--- src/source/rename_cfg_pkg.sv ---
//////////////////////////////////////////////////////////////////////
// Register space sizes. PHYS_REGS must exceed ARCH_REGS and
// ROB_DEPTH_MAX bounds the ROB index type
//////////////////////////////////////////////////////////////////////

`default_nettype none

package rename_cfg_pkg;

    // Architectural register count, RISC-V integer file
    localparam int ARCH_REGS = 32;

    // Physical register count
    localparam int PHYS_REGS = 48;

    // Largest ROB the index type can address
    localparam int ROB_DEPTH_MAX = 16;

    // Registers left on the free list after reset
    localparam int FREE_REGS = PHYS_REGS - ARCH_REGS;

endpackage

`default_nettype wire

--- src/source/rename_types_pkg.sv ---
//////////////////////////////////////////////////////////////////////
// Index types, sized from the register spaces in rename_cfg_pkg
//////////////////////////////////////////////////////////////////////

`default_nettype none

package rename_types_pkg;

    // Architectural register number
    typedef logic [$clog2(rename_cfg_pkg::ARCH_REGS)-1:0] arch_reg_t;

    // Physical register number
    typedef logic [$clog2(rename_cfg_pkg::PHYS_REGS)-1:0] phys_reg_t;

    // ROB slot number, wide enough for the largest ROB
    // Smaller ROBs use only the low bits
    typedef logic [$clog2(rename_cfg_pkg::ROB_DEPTH_MAX)-1:0] rob_idx_t;

endpackage

`default_nettype wire

--- src/source/rename_if.sv ---
//////////////////////////////////////////////////////////////////////
// Rename-to-ROB and ROB-to-retire links. ROB_DEPTH must match the
// rob instance on the other end
//////////////////////////////////////////////////////////////////////

`default_nettype none
`timescale 1ns/10ps

// Allocation of the tail entry, one per cycle
interface rob_alloc_if #(parameter int ROB_DEPTH = 8);
    import rename_types_pkg::*;

    logic      alloc;
    logic      rd_wen;
    arch_reg_t rd_arch;
    phys_reg_t new_prf;
    phys_reg_t old_prf;
    logic      has_space;
    rob_idx_t  tail_idx;
    // Entries held, 0 up to ROB_DEPTH
    logic [$clog2(ROB_DEPTH+1)-1:0] count;

    modport renamer (output alloc, rd_wen, rd_arch, new_prf, old_prf,
                     input has_space, tail_idx);
    modport rob (input alloc, rd_wen, rd_arch, new_prf, old_prf,
                 output has_space, tail_idx, count);
endinterface

// Oldest entry and its release strobe
interface rob_head_if;
    import rename_types_pkg::*;

    logic      head_valid;
    logic      head_done;
    logic      rd_wen;
    arch_reg_t rd_arch;
    phys_reg_t new_prf;
    phys_reg_t old_prf;
    logic      pop;

    modport rob (output head_valid, head_done, rd_wen, rd_arch, new_prf, old_prf,
                 input pop);
    modport retirer (input head_valid, head_done, rd_wen, rd_arch, new_prf, old_prf,
                     output pop);
endinterface

`default_nettype wire

--- src/source/map_table.sv ---
//////////////////////////////////////////////////////////////////////
// Speculative rename map, reads are combinational and see the old
// value in the cycle of a write
//////////////////////////////////////////////////////////////////////

`default_nettype none
`timescale 1ns/10ps

module map_table (
    input  logic                        clock,
    input  logic                        reset,
    input  rename_types_pkg::arch_reg_t rs1_arch_i,
    input  rename_types_pkg::arch_reg_t rs2_arch_i,
    input  rename_types_pkg::arch_reg_t rd_arch_i,
    output rename_types_pkg::phys_reg_t rs1_prf_o,
    output rename_types_pkg::phys_reg_t rs2_prf_o,
    output rename_types_pkg::phys_reg_t rd_prf_o,
    input  logic                        write_i,
    input  rename_types_pkg::phys_reg_t write_prf_i
);
    import rename_cfg_pkg::*;
    import rename_types_pkg::*;

    // One physical number per architectural register
    phys_reg_t map_q [ARCH_REGS];

    // Source and old destination lookups
    assign rs1_prf_o = map_q[rs1_arch_i];
    assign rs2_prf_o = map_q[rs2_arch_i];
    assign rd_prf_o  = map_q[rd_arch_i];

    always_ff @(posedge clock) begin
        if (reset) begin
            // Identity map, x<n> lives in p<n>
            for (int i = 0; i < ARCH_REGS; i++) begin
                map_q[i] <= phys_reg_t'(i);
            end
        end else if (write_i) begin
            // Caller keeps x0 out of here
            map_q[rd_arch_i] <= write_prf_i;
        end
    end

endmodule

`default_nettype wire

--- src/source/free_list.sv ---
//////////////////////////////////////////////////////////////////////
// Free physical registers in release order. No bypass, a register
// pushed at an edge is poppable from the next cycle
//////////////////////////////////////////////////////////////////////

`default_nettype none
`timescale 1ns/10ps

module free_list (
    input  logic                        clock,
    input  logic                        reset,
    input  logic                        pop_i,
    output rename_types_pkg::phys_reg_t head_prf_o,
    output logic                        empty_o,
    input  logic                        push_i,
    input  rename_types_pkg::phys_reg_t push_prf_i
);
    import rename_cfg_pkg::*;
    import rename_types_pkg::*;

    localparam int PTR_W = $clog2(PHYS_REGS);
    localparam int CNT_W = $clog2(PHYS_REGS + 1);
    localparam logic [PTR_W-1:0] LAST = PTR_W'(PHYS_REGS - 1);

    phys_reg_t        slots_q [PHYS_REGS];
    logic [PTR_W-1:0] rd_ptr_q;
    logic [PTR_W-1:0] wr_ptr_q;
    logic [CNT_W-1:0] count_q;

    assign head_prf_o = slots_q[rd_ptr_q];
    assign empty_o    = (count_q == '0);

    //////////////////////////////////////////////////////////////////////
    // Pointers and count
    always_ff @(posedge clock) begin
        if (reset) begin
            rd_ptr_q <= '0;
            wr_ptr_q <= PTR_W'(FREE_REGS);
            count_q  <= CNT_W'(FREE_REGS);
        end else begin
            // Depth is not a power of two, wrap by hand
            if (pop_i) begin
                rd_ptr_q <= (rd_ptr_q == LAST) ? '0 : rd_ptr_q + 1'b1;
            end
            if (push_i) begin
                wr_ptr_q <= (wr_ptr_q == LAST) ? '0 : wr_ptr_q + 1'b1;
            end
            unique case ({push_i, pop_i})
                2'b10:   count_q <= count_q + 1'b1;
                2'b01:   count_q <= count_q - 1'b1;
                default: count_q <= count_q;
            endcase
        end
    end

    //////////////////////////////////////////////////////////////////////
    // Slot storage, preloaded with the upper registers
    always_ff @(posedge clock) begin
        if (reset) begin
            for (int i = 0; i < PHYS_REGS; i++) begin
                slots_q[i] <= phys_reg_t'((i < FREE_REGS) ? ARCH_REGS + i : 0);
            end
        end else if (push_i) begin
            slots_q[wr_ptr_q] <= push_prf_i;
        end
    end

endmodule

`default_nettype wire

--- src/source/rename_stage.sv ---
//////////////////////////////////////////////////////////////////////
// One dispatch per cycle. Ready and renamed outputs are combinational
// and x0 or rd_wen low never takes a register
//////////////////////////////////////////////////////////////////////

`default_nettype none
`timescale 1ns/10ps

module rename_stage (
    input  logic                        clock,
    input  logic                        reset,
    input  logic                        disp_valid_i,
    input  logic                        disp_rd_wen_i,
    input  rename_types_pkg::arch_reg_t disp_rd_arch_i,
    input  rename_types_pkg::arch_reg_t disp_rs1_arch_i,
    input  rename_types_pkg::arch_reg_t disp_rs2_arch_i,
    output logic                        disp_ready_o,
    output rename_types_pkg::phys_reg_t disp_new_prf_o,
    output rename_types_pkg::phys_reg_t disp_old_prf_o,
    output rename_types_pkg::phys_reg_t disp_rs1_prf_o,
    output rename_types_pkg::phys_reg_t disp_rs2_prf_o,
    input  logic                        release_valid_i,
    input  rename_types_pkg::phys_reg_t release_prf_i,
    rob_alloc_if.renamer                alloc
);
    import rename_types_pkg::*;

    logic      rd_write;
    logic      accept;
    logic      fl_empty;
    phys_reg_t fl_head;
    phys_reg_t rd_prf;

    // Real destination write, x0 excluded
    assign rd_write = disp_rd_wen_i && (disp_rd_arch_i != '0);

    // Needs a ROB slot, and a free register only when writing
    assign disp_ready_o = alloc.has_space && !(rd_write && fl_empty);
    assign accept       = disp_valid_i && disp_ready_o;

    // Non-writers report the current mapping twice
    assign disp_new_prf_o = rd_write ? fl_head : rd_prf;
    assign disp_old_prf_o = rd_prf;

    map_table i_map_table (
        .clock       (clock),
        .reset       (reset),
        .rs1_arch_i  (disp_rs1_arch_i),
        .rs2_arch_i  (disp_rs2_arch_i),
        .rd_arch_i   (disp_rd_arch_i),
        .rs1_prf_o   (disp_rs1_prf_o),
        .rs2_prf_o   (disp_rs2_prf_o),
        .rd_prf_o    (rd_prf),
        .write_i     (accept && rd_write),
        .write_prf_i (fl_head)
    );

    free_list i_free_list (
        .clock      (clock),
        .reset      (reset),
        .pop_i      (accept && rd_write),
        .head_prf_o (fl_head),
        .empty_o    (fl_empty),
        .push_i     (release_valid_i),
        .push_prf_i (release_prf_i)
    );

    // ROB entry carries the effective write flag
    assign alloc.alloc   = accept;
    assign alloc.rd_wen  = rd_write;
    assign alloc.rd_arch = disp_rd_arch_i;
    assign alloc.new_prf = disp_new_prf_o;
    assign alloc.old_prf = rd_prf;

endmodule

`default_nettype wire

--- src/source/rob.sv ---
//////////////////////////////////////////////////////////////////////
// ROB_DEPTH must be a power of two, 2 to 16. Writeback is only legal
// for held entries that are not yet done
//////////////////////////////////////////////////////////////////////

`default_nettype none
`timescale 1ns/10ps

module rob #(
    parameter int ROB_DEPTH = 8
) (
    input  logic                       clock,
    input  logic                       reset,
    rob_alloc_if.rob                   alloc,
    input  logic                       wb_valid_i,
    input  rename_types_pkg::rob_idx_t wb_rob_idx_i,
    rob_head_if.rob                    head
);
    import rename_types_pkg::*;

    localparam int IDX_W = $clog2(ROB_DEPTH);
    localparam int CNT_W = $clog2(ROB_DEPTH + 1);

    // Entry payload
    logic      rd_wen_q  [ROB_DEPTH];
    arch_reg_t rd_arch_q [ROB_DEPTH];
    phys_reg_t new_prf_q [ROB_DEPTH];
    phys_reg_t old_prf_q [ROB_DEPTH];
    // Completion flags
    logic [ROB_DEPTH-1:0] done_q;

    // Pointers wrap on their own width
    logic [IDX_W-1:0] head_q;
    logic [IDX_W-1:0] tail_q;
    logic [CNT_W-1:0] count_q;

    //////////////////////////////////////////////////////////////////////
    // Allocation side
    assign alloc.has_space = (count_q != CNT_W'(ROB_DEPTH));
    assign alloc.tail_idx  = rob_idx_t'(tail_q);
    assign alloc.count     = count_q;

    //////////////////////////////////////////////////////////////////////
    // Oldest entry
    assign head.head_valid = (count_q != '0);
    assign head.head_done  = done_q[head_q];
    assign head.rd_wen     = rd_wen_q[head_q];
    assign head.rd_arch    = rd_arch_q[head_q];
    assign head.new_prf    = new_prf_q[head_q];
    assign head.old_prf    = old_prf_q[head_q];

    always_ff @(posedge clock) begin
        if (reset) begin
            head_q  <= '0;
            tail_q  <= '0;
            count_q <= '0;
            done_q  <= '0;
        end else begin
            if (alloc.alloc) begin
                tail_q         <= tail_q + 1'b1;
                done_q[tail_q] <= 1'b0;
            end
            // Never the tail slot, that one is not held
            if (wb_valid_i) begin
                done_q[wb_rob_idx_i[IDX_W-1:0]] <= 1'b1;
            end
            if (head.pop) begin
                head_q <= head_q + 1'b1;
            end
            unique case ({alloc.alloc, head.pop})
                2'b10:   count_q <= count_q + 1'b1;
                2'b01:   count_q <= count_q - 1'b1;
                default: count_q <= count_q;
            endcase
        end
    end

    // Payload written at the tail
    always_ff @(posedge clock) begin
        if (alloc.alloc) begin
            rd_wen_q[tail_q]  <= alloc.rd_wen;
            rd_arch_q[tail_q] <= alloc.rd_arch;
            new_prf_q[tail_q] <= alloc.new_prf;
            old_prf_q[tail_q] <= alloc.old_prf;
        end
    end

endmodule

`default_nettype wire

--- src/source/retire_unit.sv ---
//////////////////////////////////////////////////////////////////////
// Commits at most one entry per cycle, the commit record shows up
// one cycle after the pop
//////////////////////////////////////////////////////////////////////

`default_nettype none
`timescale 1ns/10ps

module retire_unit (
    input  logic                        clock,
    input  logic                        reset,
    rob_head_if.retirer                 head,
    output logic                        release_valid_o,
    output rename_types_pkg::phys_reg_t release_prf_o,
    output logic                        commit_valid_o,
    output logic                        commit_rd_wen_o,
    output rename_types_pkg::arch_reg_t commit_rd_arch_o,
    output rename_types_pkg::phys_reg_t commit_new_prf_o,
    output rename_types_pkg::phys_reg_t commit_old_prf_o
);

    logic pop;

    // Head leaves as soon as it is complete
    assign pop      = head.head_valid && head.head_done;
    assign head.pop = pop;

    // Old mapping goes back to the free list at the same edge
    assign release_valid_o = pop && head.rd_wen;
    assign release_prf_o   = head.old_prf;

    always_ff @(posedge clock) begin
        if (reset) begin
            commit_valid_o <= 1'b0;
        end else begin
            commit_valid_o <= pop;
        end
    end

    // Commit record, meaningful only with commit_valid_o
    always_ff @(posedge clock) begin
        if (pop) begin
            commit_rd_wen_o  <= head.rd_wen;
            commit_rd_arch_o <= head.rd_arch;
            commit_new_prf_o <= head.new_prf;
            commit_old_prf_o <= head.old_prf;
        end
    end

endmodule

`default_nettype wire

--- src/source/rename_core.sv ---
//////////////////////////////////////////////////////////////////////
// Rename and retire core, one instruction per cycle each way.
// ROB_DEPTH is a power of two from 2 to 16
//////////////////////////////////////////////////////////////////////

`default_nettype none
`timescale 1ns/10ps

module rename_core #(
    parameter int ROB_DEPTH = 8
) (
    input  logic                        clock,
    input  logic                        reset,
    // Dispatch
    input  logic                        disp_valid_i,
    input  logic                        disp_rd_wen_i,
    input  rename_types_pkg::arch_reg_t disp_rd_arch_i,
    input  rename_types_pkg::arch_reg_t disp_rs1_arch_i,
    input  rename_types_pkg::arch_reg_t disp_rs2_arch_i,
    output logic                        disp_ready_o,
    output rename_types_pkg::rob_idx_t  disp_rob_idx_o,
    output rename_types_pkg::phys_reg_t disp_new_prf_o,
    output rename_types_pkg::phys_reg_t disp_old_prf_o,
    output rename_types_pkg::phys_reg_t disp_rs1_prf_o,
    output rename_types_pkg::phys_reg_t disp_rs2_prf_o,
    // Completion
    input  logic                        wb_valid_i,
    input  rename_types_pkg::rob_idx_t  wb_rob_idx_i,
    // Commit
    output logic                        commit_valid_o,
    output logic                        commit_rd_wen_o,
    output rename_types_pkg::arch_reg_t commit_rd_arch_o,
    output rename_types_pkg::phys_reg_t commit_new_prf_o,
    output rename_types_pkg::phys_reg_t commit_old_prf_o
);
    import rename_types_pkg::*;

    // Retire to free list
    logic      release_valid;
    phys_reg_t release_prf;

    rob_alloc_if #(.ROB_DEPTH(ROB_DEPTH)) i_alloc_if ();
    rob_head_if i_head_if ();

    // Slot the current dispatch would take
    assign disp_rob_idx_o = i_alloc_if.tail_idx;

    rename_stage i_rename_stage (
        .clock           (clock),
        .reset           (reset),
        .disp_valid_i    (disp_valid_i),
        .disp_rd_wen_i   (disp_rd_wen_i),
        .disp_rd_arch_i  (disp_rd_arch_i),
        .disp_rs1_arch_i (disp_rs1_arch_i),
        .disp_rs2_arch_i (disp_rs2_arch_i),
        .disp_ready_o    (disp_ready_o),
        .disp_new_prf_o  (disp_new_prf_o),
        .disp_old_prf_o  (disp_old_prf_o),
        .disp_rs1_prf_o  (disp_rs1_prf_o),
        .disp_rs2_prf_o  (disp_rs2_prf_o),
        .release_valid_i (release_valid),
        .release_prf_i   (release_prf),
        .alloc           (i_alloc_if.renamer)
    );

    rob #(.ROB_DEPTH(ROB_DEPTH)) i_rob (
        .clock        (clock),
        .reset        (reset),
        .alloc        (i_alloc_if.rob),
        .wb_valid_i   (wb_valid_i),
        .wb_rob_idx_i (wb_rob_idx_i),
        .head         (i_head_if.rob)
    );

    retire_unit i_retire_unit (
        .clock            (clock),
        .reset            (reset),
        .head             (i_head_if.retirer),
        .release_valid_o  (release_valid),
        .release_prf_o    (release_prf),
        .commit_valid_o   (commit_valid_o),
        .commit_rd_wen_o  (commit_rd_wen_o),
        .commit_rd_arch_o (commit_rd_arch_o),
        .commit_new_prf_o (commit_new_prf_o),
        .commit_old_prf_o (commit_old_prf_o)
    );

endmodule

`default_nettype wire

--- config.mk ---
export PLATFORM = sky130hd
export DESIGN_NAME = rename_core
export DESIGN_NICKNAME = d
export VERILOG_FILES = /design/src/source/rename_cfg_pkg.sv /design/src/source/rename_types_pkg.sv /design/src/source/rename_if.sv /design/src/source/map_table.sv /design/src/source/free_list.sv /design/src/source/rename_stage.sv /design/src/source/rob.sv /design/src/source/retire_unit.sv /design/src/source/rename_core.sv
export SDC_FILE = /design/constraint.sdc
export NUM_CORES = 1
export LEC_CHECK = 0
export BUFFER_PORTS_ARGS = -buffer_cell sky130_fd_sc_hd__buf_2
export CAP_MARGIN = 20
export CELL_PAD_IN_SITES_DETAIL_PLACEMENT = 1
export CELL_PAD_IN_SITES_GLOBAL_PLACEMENT = 1
export CORE_MARGIN = 4
export CORE_UTILIZATION = 40
export DETAILED_ROUTE_END_ITERATION = 10
export HOLD_SLACK_MARGIN = 0.1
export MAX_ROUTING_LAYER = met4
export PLACE_DENSITY_LB_ADDON = 0.1
export SYNTH_ARGS = -nofsm -noshare
export SYNTH_HDL_FRONTEND = slang
export SYNTH_HIERARCHICAL = 1
export SYNTH_SLANG_ARGS = --single-unit
--- constraint.sdc ---
create_clock -name clock -period 6.3 [get_ports clock]
set_clock_uncertainty 0.1 [all_clocks]
set_input_delay 0.315 -clock clock [delete_from_list [all_inputs] [get_ports clock]]
set_output_delay 0.315 -clock clock [all_outputs]
set_load 0.01 [all_outputs]
==> results.yml, run 1 <==
setup_path:
  startpoint_type: "register"
  cp-end-kind: "primary output"
  timing.rr.end: "i_rename_stage/i_free_list/slots_q[32][1]$_SDFFCE_PN0P_"
  critPathMaxFanout: 34
  ff2ff_path_depth: 8
  path_class: "register to primary output"
  reg2reg_from: "i_rob/head_q[0]$_SDFFE_PP0P_"
  cp.required_ns: 5.88
  r2r_slack_ns: 2.22
  cp.arrival_ns: 4.38
timing:
  worstMarginPinSlew_ns: 1.08
  slew_headroom_pct: 27.5
  setup_tns_ns: 0
  fmax_mhz: 209
  maxSlewViolCount: 0
  setup_viol_count_final: 0
  layout_worst_path_cycle_share_pct: 76.1
  finalCriticalPeriod_ns: 4.80
  hold_viol: 0
  rsz0062_at_grt: "false"
global_routing:
  grt-ovfl-total: 0
  grt_pass1_vias: 23076
  grt_usage_pct: 22.6
  grt_max_degree: 67
  grt_pass1_wl_mm: 160
  antenna_found_initial: 3
place:
  io_buffers: 69
  post-place-cells: 3513
  gp_congestion: 0.828
  dpl.hpwl_mm: 68.9
logic_synthesis:
  ys_ff_latch: 784
  synth-edff-count: 738
  synth_area_sq_um: 37900
  syn-num-nets: 2399
  synth-adder-area-share_pct: 0.330
  synth_compound_area_share_pct: 3.23
  async_flop_share_pct: 0
  synth_top_family_by_area: "multiplexers"
  synthCells: 2365
  synth-main-ff-cell: "edfxtp_1"
  synth_simple_gate_area_share_pct: 11.5
  seq_area_frac_synth_pct: 60.9
  synth_xor_xnor_area_share_pct: 0.393
  ys.warnings.count: 6
  syn-mean-instance-area_sq_um: 16.0
  synth_cell_type_count: 65
  synth.mux.area_fraction_pct: 20.3
drt:
  vias: 21829
  drtPass1Iterations: 5
  wire_per_inst_microns: 29.5
  avgViaCountPerCell: 5.91
  ant_nets: 0
  drt_iter0_markers: 1756
  routed_wl_mm: 109
  drc: 0
clock_tree:
  cts_inserted_buffers: 89
  tritoncts: "built"
  clock-sinks: 784
  cts.clk_slew.worst_paths_ns: 0.06
  cts_max_path_buffers: 3
  cts_htree_levels: 3
  clkLatencyLatePin_ns: 0.66
  clock_tree.root_cell: "clkbuf_16"
floorplanning:
  dieArea_sq_um: 99700
  rows: 112
  initial_core_util_pct: 40.5
  die_w_microns: 316
  ios: 72
  core_region_area_sq_um: 93600
  die_h_microns: 316
cells_and_area:
  fillers: 9060
  drive_gt1_share_pct: 24.3
  register_area_sq_um: 23100
  stdcell_count: 3696
  syn_to_final_growth_pct: 11.2
  fin_nets: 2403
  multiInputGateArea_sq_um: 13600
  final_common_cell: "edfxtp_1"
  layout_common_cells: "edfxtp_1 (738), and2_1 (270), mux4_2 (230)"
worst_hold_path:
  hold_path.class: "input port to register"
  whs_endpoint: "i_rob/tail_q[2]$_SDFFE_PP0P_"
  worstHoldStart: "disp_valid_i"
  min_path_cells: 6
power:
  peakVddDrop_v: 0.000204
  power_leakage_nw: 13.5
  power_density_nw_per_um2: 282
status:
  status: "completed"
job:
  cap_viol_max_count: 0
[final cells by class]
cell class | instances | area share, %
Antenna cell | 2 | 0.0119
Clock buffer | 117 | 5.61
Clock inverter | 45 | 0.927
Inverter | 8 | 0.0713
Multi-Input combinational cell | 1332 | 32.4
Sequential cell | 784 | 54.8
Tap cell | 1254 | 3.72
Timing Repair Buffer | 154 | 2.48
[registers in the layout (all words and copies together), names as in the netlist, named ones only]
register,count
i_rob/rd_arch_q,40
i_retire_unit/commit_old_prf_o,6
i_rob/alloc.count,4
i_rob/rd_wen_q,8
i_retire_unit/commit_valid_o,1
i_rename_stage/i_map_table/map_q,192
i_rob/old_prf_q,48
i_retire_unit/commit_rd_arch_o,5
i_rename_stage/i_free_list/wr_ptr_q,6
i_rename_stage/i_free_list/rd_ptr_q,6
i_rob/tail_q,3
i_rob/new_prf_q,48
i_retire_unit/commit_rd_wen_o,1
i_retire_unit/commit_new_prf_o,6
i_rob/head_q,3
i_rob/done_q,8
i_rename_stage/i_free_list/slots_q,384
i_rename_stage/i_free_list/count_q,6
[power by group]
group	switching (mW)	leakage (nW)	internal [mW]	total, mW
Clock	2.10	1.34	2.85	4.95
Sequential	0.0780	7.24	5.87	5.94
Combinational	0.618	4.96	0.358	0.976
[metal layers]
metal | GRT usage (%) | part of all wire, % | vias up
met1 | 29.6 | 43 | 11696
met5 | - | 0 | -
met2 | 37.7 | 50 | 591
li1 | - | - | 9381
met3 | 2.89 | 4.2 | 161
met4 | 6.08 | 2.6 | 0
[stage by stage]
step	instance area, sq um	util (%)	hold slack [ns]	setup WS (ns)	power [mW]
2_1_floorplan	37900	-	0.347	2.68	6.66
3_3_place_gp	39200	41.9	0.368	2.17	7.01
3_5_place_dp	39200	41.9	0.377	2.03	7.04
4_1_cts	42100	45.0	0.116	1.44	12.0
5_1_grt	42100	45.0	0.184	1.31	12.3
6_report	42100	45.0	0.146	1.50	11.9
[Yosys cell counts (18+ instances only)]
library cell    n  area (sq um)
edfxtp_1      738         22200
a21oi_1        20           100
mux4_2        230          5180
a22oi_1        28           210
buf_1          21          78.8
and2_1        270          1690
nor3_1         40           200
o21ai_0        72           360
mux2_2         55           619
nand2_1        20          75.1
and3_1         58           363
nor2_1        115           432
or2_2          18           113
clkbuf_1      147           552
buf_4          35           263
mux4_1         64          1680
or3_1         139           870
a21o_1         21           158
dfxtp_1        46           921
[cells by family after synthesis]
kind of cell	after synthesis
XOR/XNOR	17
flip-flops	784
buffers and inverters	249
adder cells (fa/ha/maj)	10
multiplexers	364
AND/OR/NAND/NOR	746
other	1
AO/OA/AOI/OAI	194
[repair_timing]
| item | in CTS | in global routing |
|---|---|---|
| buffers inserted | 0 | 0 |
| gates resized for setup | 0 | 0 |
| endpoints found under the hold margin | 51 | 0 |
| hold buffers | 13 | 0 |
[worst max path at each step]
stage | from | endpoint | slack, ns
2_1_floorplan | disp_rd_arch_i[0] | i_rob/new_prf_q[0][0]$_DFFE_PP_ | 2.68
3_3_place_gp | register | disp_new_prf_o[0] | 2.17
3_5_place_dp | disp_rd_arch_i[0] | i_rob/alloc.count[3]$_SDFFE_PP0P_ | 2.03
4_1_cts | register | disp_new_prf_o[0] | 1.44
5_1_grt | register | disp_new_prf_o[0] | 1.31
6_report | register | disp_new_prf_o[0] | 1.50
[worst max-delay path, cell delays in order, from the launching register on]
cell and delay [ns]:
dfxtp_4 0.63, buf_12 0.32, mux4_2 0.57, mux2_2 0.31, o21ai_1 0.25, a211oi_1 0.16
a21o_1 0.51, buf_4 0.34, mux2_2 0.36, buf_2 0.19
(Power assumes the default switching activity.)
==> inputs of run 2 (changes only) <==
--- a/config.mk
+++ b/config.mk
@@ -5,6 +5,7 @@
 export SDC_FILE = /design/constraint.sdc
 export NUM_CORES = 1
 export LEC_CHECK = 0
+export ABC_AREA = 1
 export BUFFER_PORTS_ARGS = -buffer_cell sky130_fd_sc_hd__buf_2
 export CAP_MARGIN = 20
 export CELL_PAD_IN_SITES_DETAIL_PLACEMENT = 1
==> constraint.sdc (replaced) <==
create_clock -name clock -period 4.1 [get_ports clock]
set_clock_uncertainty 0.1 [all_clocks]
set_input_delay 0.205 -clock clock [delete_from_list [all_inputs] [get_ports clock]]
set_output_delay 0.205 -clock clock [all_outputs]
set_load 0.01 [all_outputs]
==> run 2 against run 1 <==
  * Combinational power grew to 2.7 times the previous value
  * Largest cell class unchanged
  * Sequential power rose by 55%
  * Design area rose by 2.3%
  * Register-to-register slack got worse by 1.6 ns
  * Highest routed layer unchanged
  * Die area increased by 1.6%
  * Via count increased by 41%
  * Clock power is 58% higher
  * Global-route usage rose by 3.1 points
==> results.yml, run 2 <==
drt:
  ant_nets: 0
  drt_iter0_markers: 2885
  routed_wl_mm: 129
  wire_per_inst_microns: 22.7
  drc: 0
  avgViaCountPerCell: 5.41
  vias: 30705
  drtPass1Iterations: 5
logic_synthesis:
  ys_ff_latch: 784
  synth.most_common_cell: "nand2_1"
  synth-main-ff-cell: "edfxtp_1"
  ys.warnings.count: 6
  synthCells: 4356
  synth-edff-count: 738
  synth_area_leaders: "edfxtp_1 (58%), nand2_1 (16%), nand3_1 (8.2%)"
  syn-num-nets: 4390
  yosysTopAreaCell: "edfxtp_1"
  seq_area_frac_synth_pct: 59.9
  syn-mean-instance-area_sq_um: 8.84
  synth_top_area_share_pct: 57.5
  synth_cell_type_count: 44
  synth_area_sq_um: 38500
  synthTopCellsByCount: "nand2_1 (1,673), edfxtp_1 (738), nand3_1 (630), nor2_1 (536), clkbuf_1 (131)"
  async_flop_share_pct: 0
setup_path:
  crit_path_cell_trace: "clkinv_1 -> buf_4 -> nand3_1 -> nand2_1 -> nand2_1 -> nand3_1 -> nand3_1 -> nand2_1 -> nand2_1 -> nand2_1 -> buf_2"
  cp_top_family: "buffers and inverters"
  critPathMaxFanout: 25
  timing.rr.end: "i_rename_stage/i_free_list/slots_q[24][1]$_SDFFCE_PN0P_"
  critPathBufInv: 3
  reg2reg_from: "i_rob/head_q[0]$_SDFFE_PP0P_"
  path_class: "register to primary output"
  crit_top_cell: "nand2_1"
  ff2ff_path_depth: 14
  cp.required_ns: 3.80
  cpPeakStageDelay_ns: 0.60
  cpMaxStageDelayCell: "clkinv_1"
  startpoint_type: "register"
  r2r_slack_ns: 0.61
  cp.arrival_ns: 3.60
  cp-end-kind: "primary output"
floorplanning:
  core_region_area_sq_um: 95300
  dieArea_sq_um: 101000
  die_w_microns: 318
  rows: 113
  ios: 72
  die_h_microns: 318
  initial_core_util_pct: 40.4
timing:
  rsz0062_at_grt: "false"
  finalCriticalPeriod_ns: 3.91
  maxSlewViolCount: 0
  setup_viol_count_final: 0
  whs_ns: 0.377
  fmax_mhz: 256
  worstMarginPinSlew_ns: 1.08
  worst_slack_ns: 0.193
  slew_headroom_pct: 27.9
  layout_worst_path_cycle_share_pct: 95.3
  hold_viol: 0
  setup_tns_ns: 0
status:
  status: "completed"
clock_tree:
  clock-sinks: 784
  postCtsSetupRepairBufs: 0
  cts_inserted_buffers: 89
  clock_tree.root_cell: "clkbuf_16"
  cts.clk_slew.worst_paths_ns: 0.06
  cts_max_path_buffers: 3
  clkLatencyLatePin_ns: 0.66
  tritoncts: "built"
  cts_htree_levels: 3
cells_and_area:
  final_common_cell: "nand2_1"
  register_area_sq_um: 23100
  top_regs: "i_rename_stage/i_free_list/slots_q (384), i_rename_stage/i_map_table/map_q (192)"
  fillers: 10952
  layout_common_cells: "nand2_1 (1,673), edfxtp_1 (738), nand3_1 (630)"
  largest_register: "i_rename_stage/i_free_list/slots_q"
  largest_reg_flops: 384
  drive_gt1_share_pct: 9.14
  syn_to_final_growth_pct: 11.9
  diodes: 0
  multiInputGateArea_sq_um: 13500
  fin_nets: 4372
  stdcell_count: 5676
power:
  p_total_mw: 19.7
  power_density_nw_per_um2: 456
  power_leakage_nw: 16.7
  peakVddDrop_v: 0.000271
job:
  cap_viol_max_count: 0
place:
  io_buffers: 69
  gp_congestion: 0.852
  post-place-cells: 5493
  dp_slack_ns: 0.599
  dpl.hpwl_mm: 82.1
global_routing:
  grt_max_degree: 115
  grt_pass1_vias: 30720
  grt_usage_pct: 25.7
  grt_pass1_wl_mm: 193
  grt-ovfl-total: 0
  antenna_found_initial: 0
worst_hold_path:
  min_path_cells: 2
  whs_endpoint: "i_rob/done_q[0]$_SDFF_PP0_"
  worstHoldStart: "i_rob/done_q[0]$_SDFF_PP0_"
  hold_path.class: "register to register"
-- run 2: power breakdown --
group	total (mW)	internal (mW)	switching (mW)
Clock	7.84	4.62	3.22
Combinational	2.59	0.631	1.96
Sequential	9.23	9.09	0.143
-- run 2: worst register-to-register path, cell delays in order, from the launching register on --
cell     delay (ns)
dfxtp_1        0.45
nor2_1         0.09
nor2_1         0.09
o21ai_0        0.08
o21ai_0        0.08
nand2_1        0.07
nand2_1        0.07
nand2_1        0.08
nor2_1         0.41
inv_2          0.21
nor2_4         0.21
nand2_1        0.25
inv_1          0.39
nand2_1        0.28
nand2_1        0.32
-- run 2: area by class of cell --
type / instances / share of cell area [%]
Clock inverter: 48 / 0.981
Sequential cell: 784 / 53.6
Inverter: 149 / 1.35
Tap cell: 1265 / 3.67
Timing Repair Buffer: 178 / 3.38
Multi-Input combinational cell: 3136 / 31.4
Clock buffer: 116 / 5.64
-- run 2: how the worst max path moves through the flow --
stage | startpoint | endpoint | slack (ns) | depth (start not counted)
global placement | i_rob/head_q[0]$_SDFFE_PP0P_ | i_rename_stage/i_free_list/slots_q[24][0]$_SDFFCE_PN0P_ | 0.65 | 14
floorplan | register | i_rename_stage/i_free_list/count_q[4]$_SDFFE_PP1P_ | 1.40 | 21
detailed placement | i_rob/head_q[0]$_SDFFE_PP0P_ | i_rename_stage/i_free_list/slots_q[24][1]$_SDFFCE_PN0P_ | 0.60 | 14
global route | register | disp_new_prf_o[5] | 0.01 | 11
finish | register | disp_new_prf_o[5] | 0.19 | 11
CTS | register | disp_new_prf_o[5] | 0.12 | 12
-- run 2: through the flow --
| stage | instance area [sq um] | util [%] |
|---|---|---|
| 3_3_place_gp | 40000 | 42.0 |
| 3_5_place_dp | 40000 | 42.0 |
| 5_1_grt | 43100 | 45.2 |
| 2_1_floorplan | 38500 | - |
| 4_1_cts | 43100 | 45.2 |
| 6_report | 43100 | 45.2 |
-- run 2: cells by family after synthesis --
logic type | count (synthesis) | share of synthesized area (%)
other | 1 | 0.00974
buffers and inverters | 436 | 5.05
and+or+nand+nor | 2948 | 31.9
AOI/OAI and AO/OA | 146 | 2.02
xor gates and xnor gates | 12 | 0.273
adders and majority gates | 10 | 0.325
muxes | 19 | 0.494
DFF | 784 | 59.9
-- run 2: what timing repair did --
action / in CTS / in global routing
hold buffers: 18 / 0
hold endpoints to repair: 68 / 0
endpoints found under the setup margin: 0 / 4
gates resized for setup: 0 / 5
-- run 2: routing by layer --
metal	share of wire (%)	wire [microns]	global-route usage, %	vias up
met1	46	59300	36.1	15240
met5	0	0	-	-
li1	-	-	-	14436
met4	2.4	3080	6.37	0
met2	46	59000	40.1	827
met3	5.8	7520	3.15	202
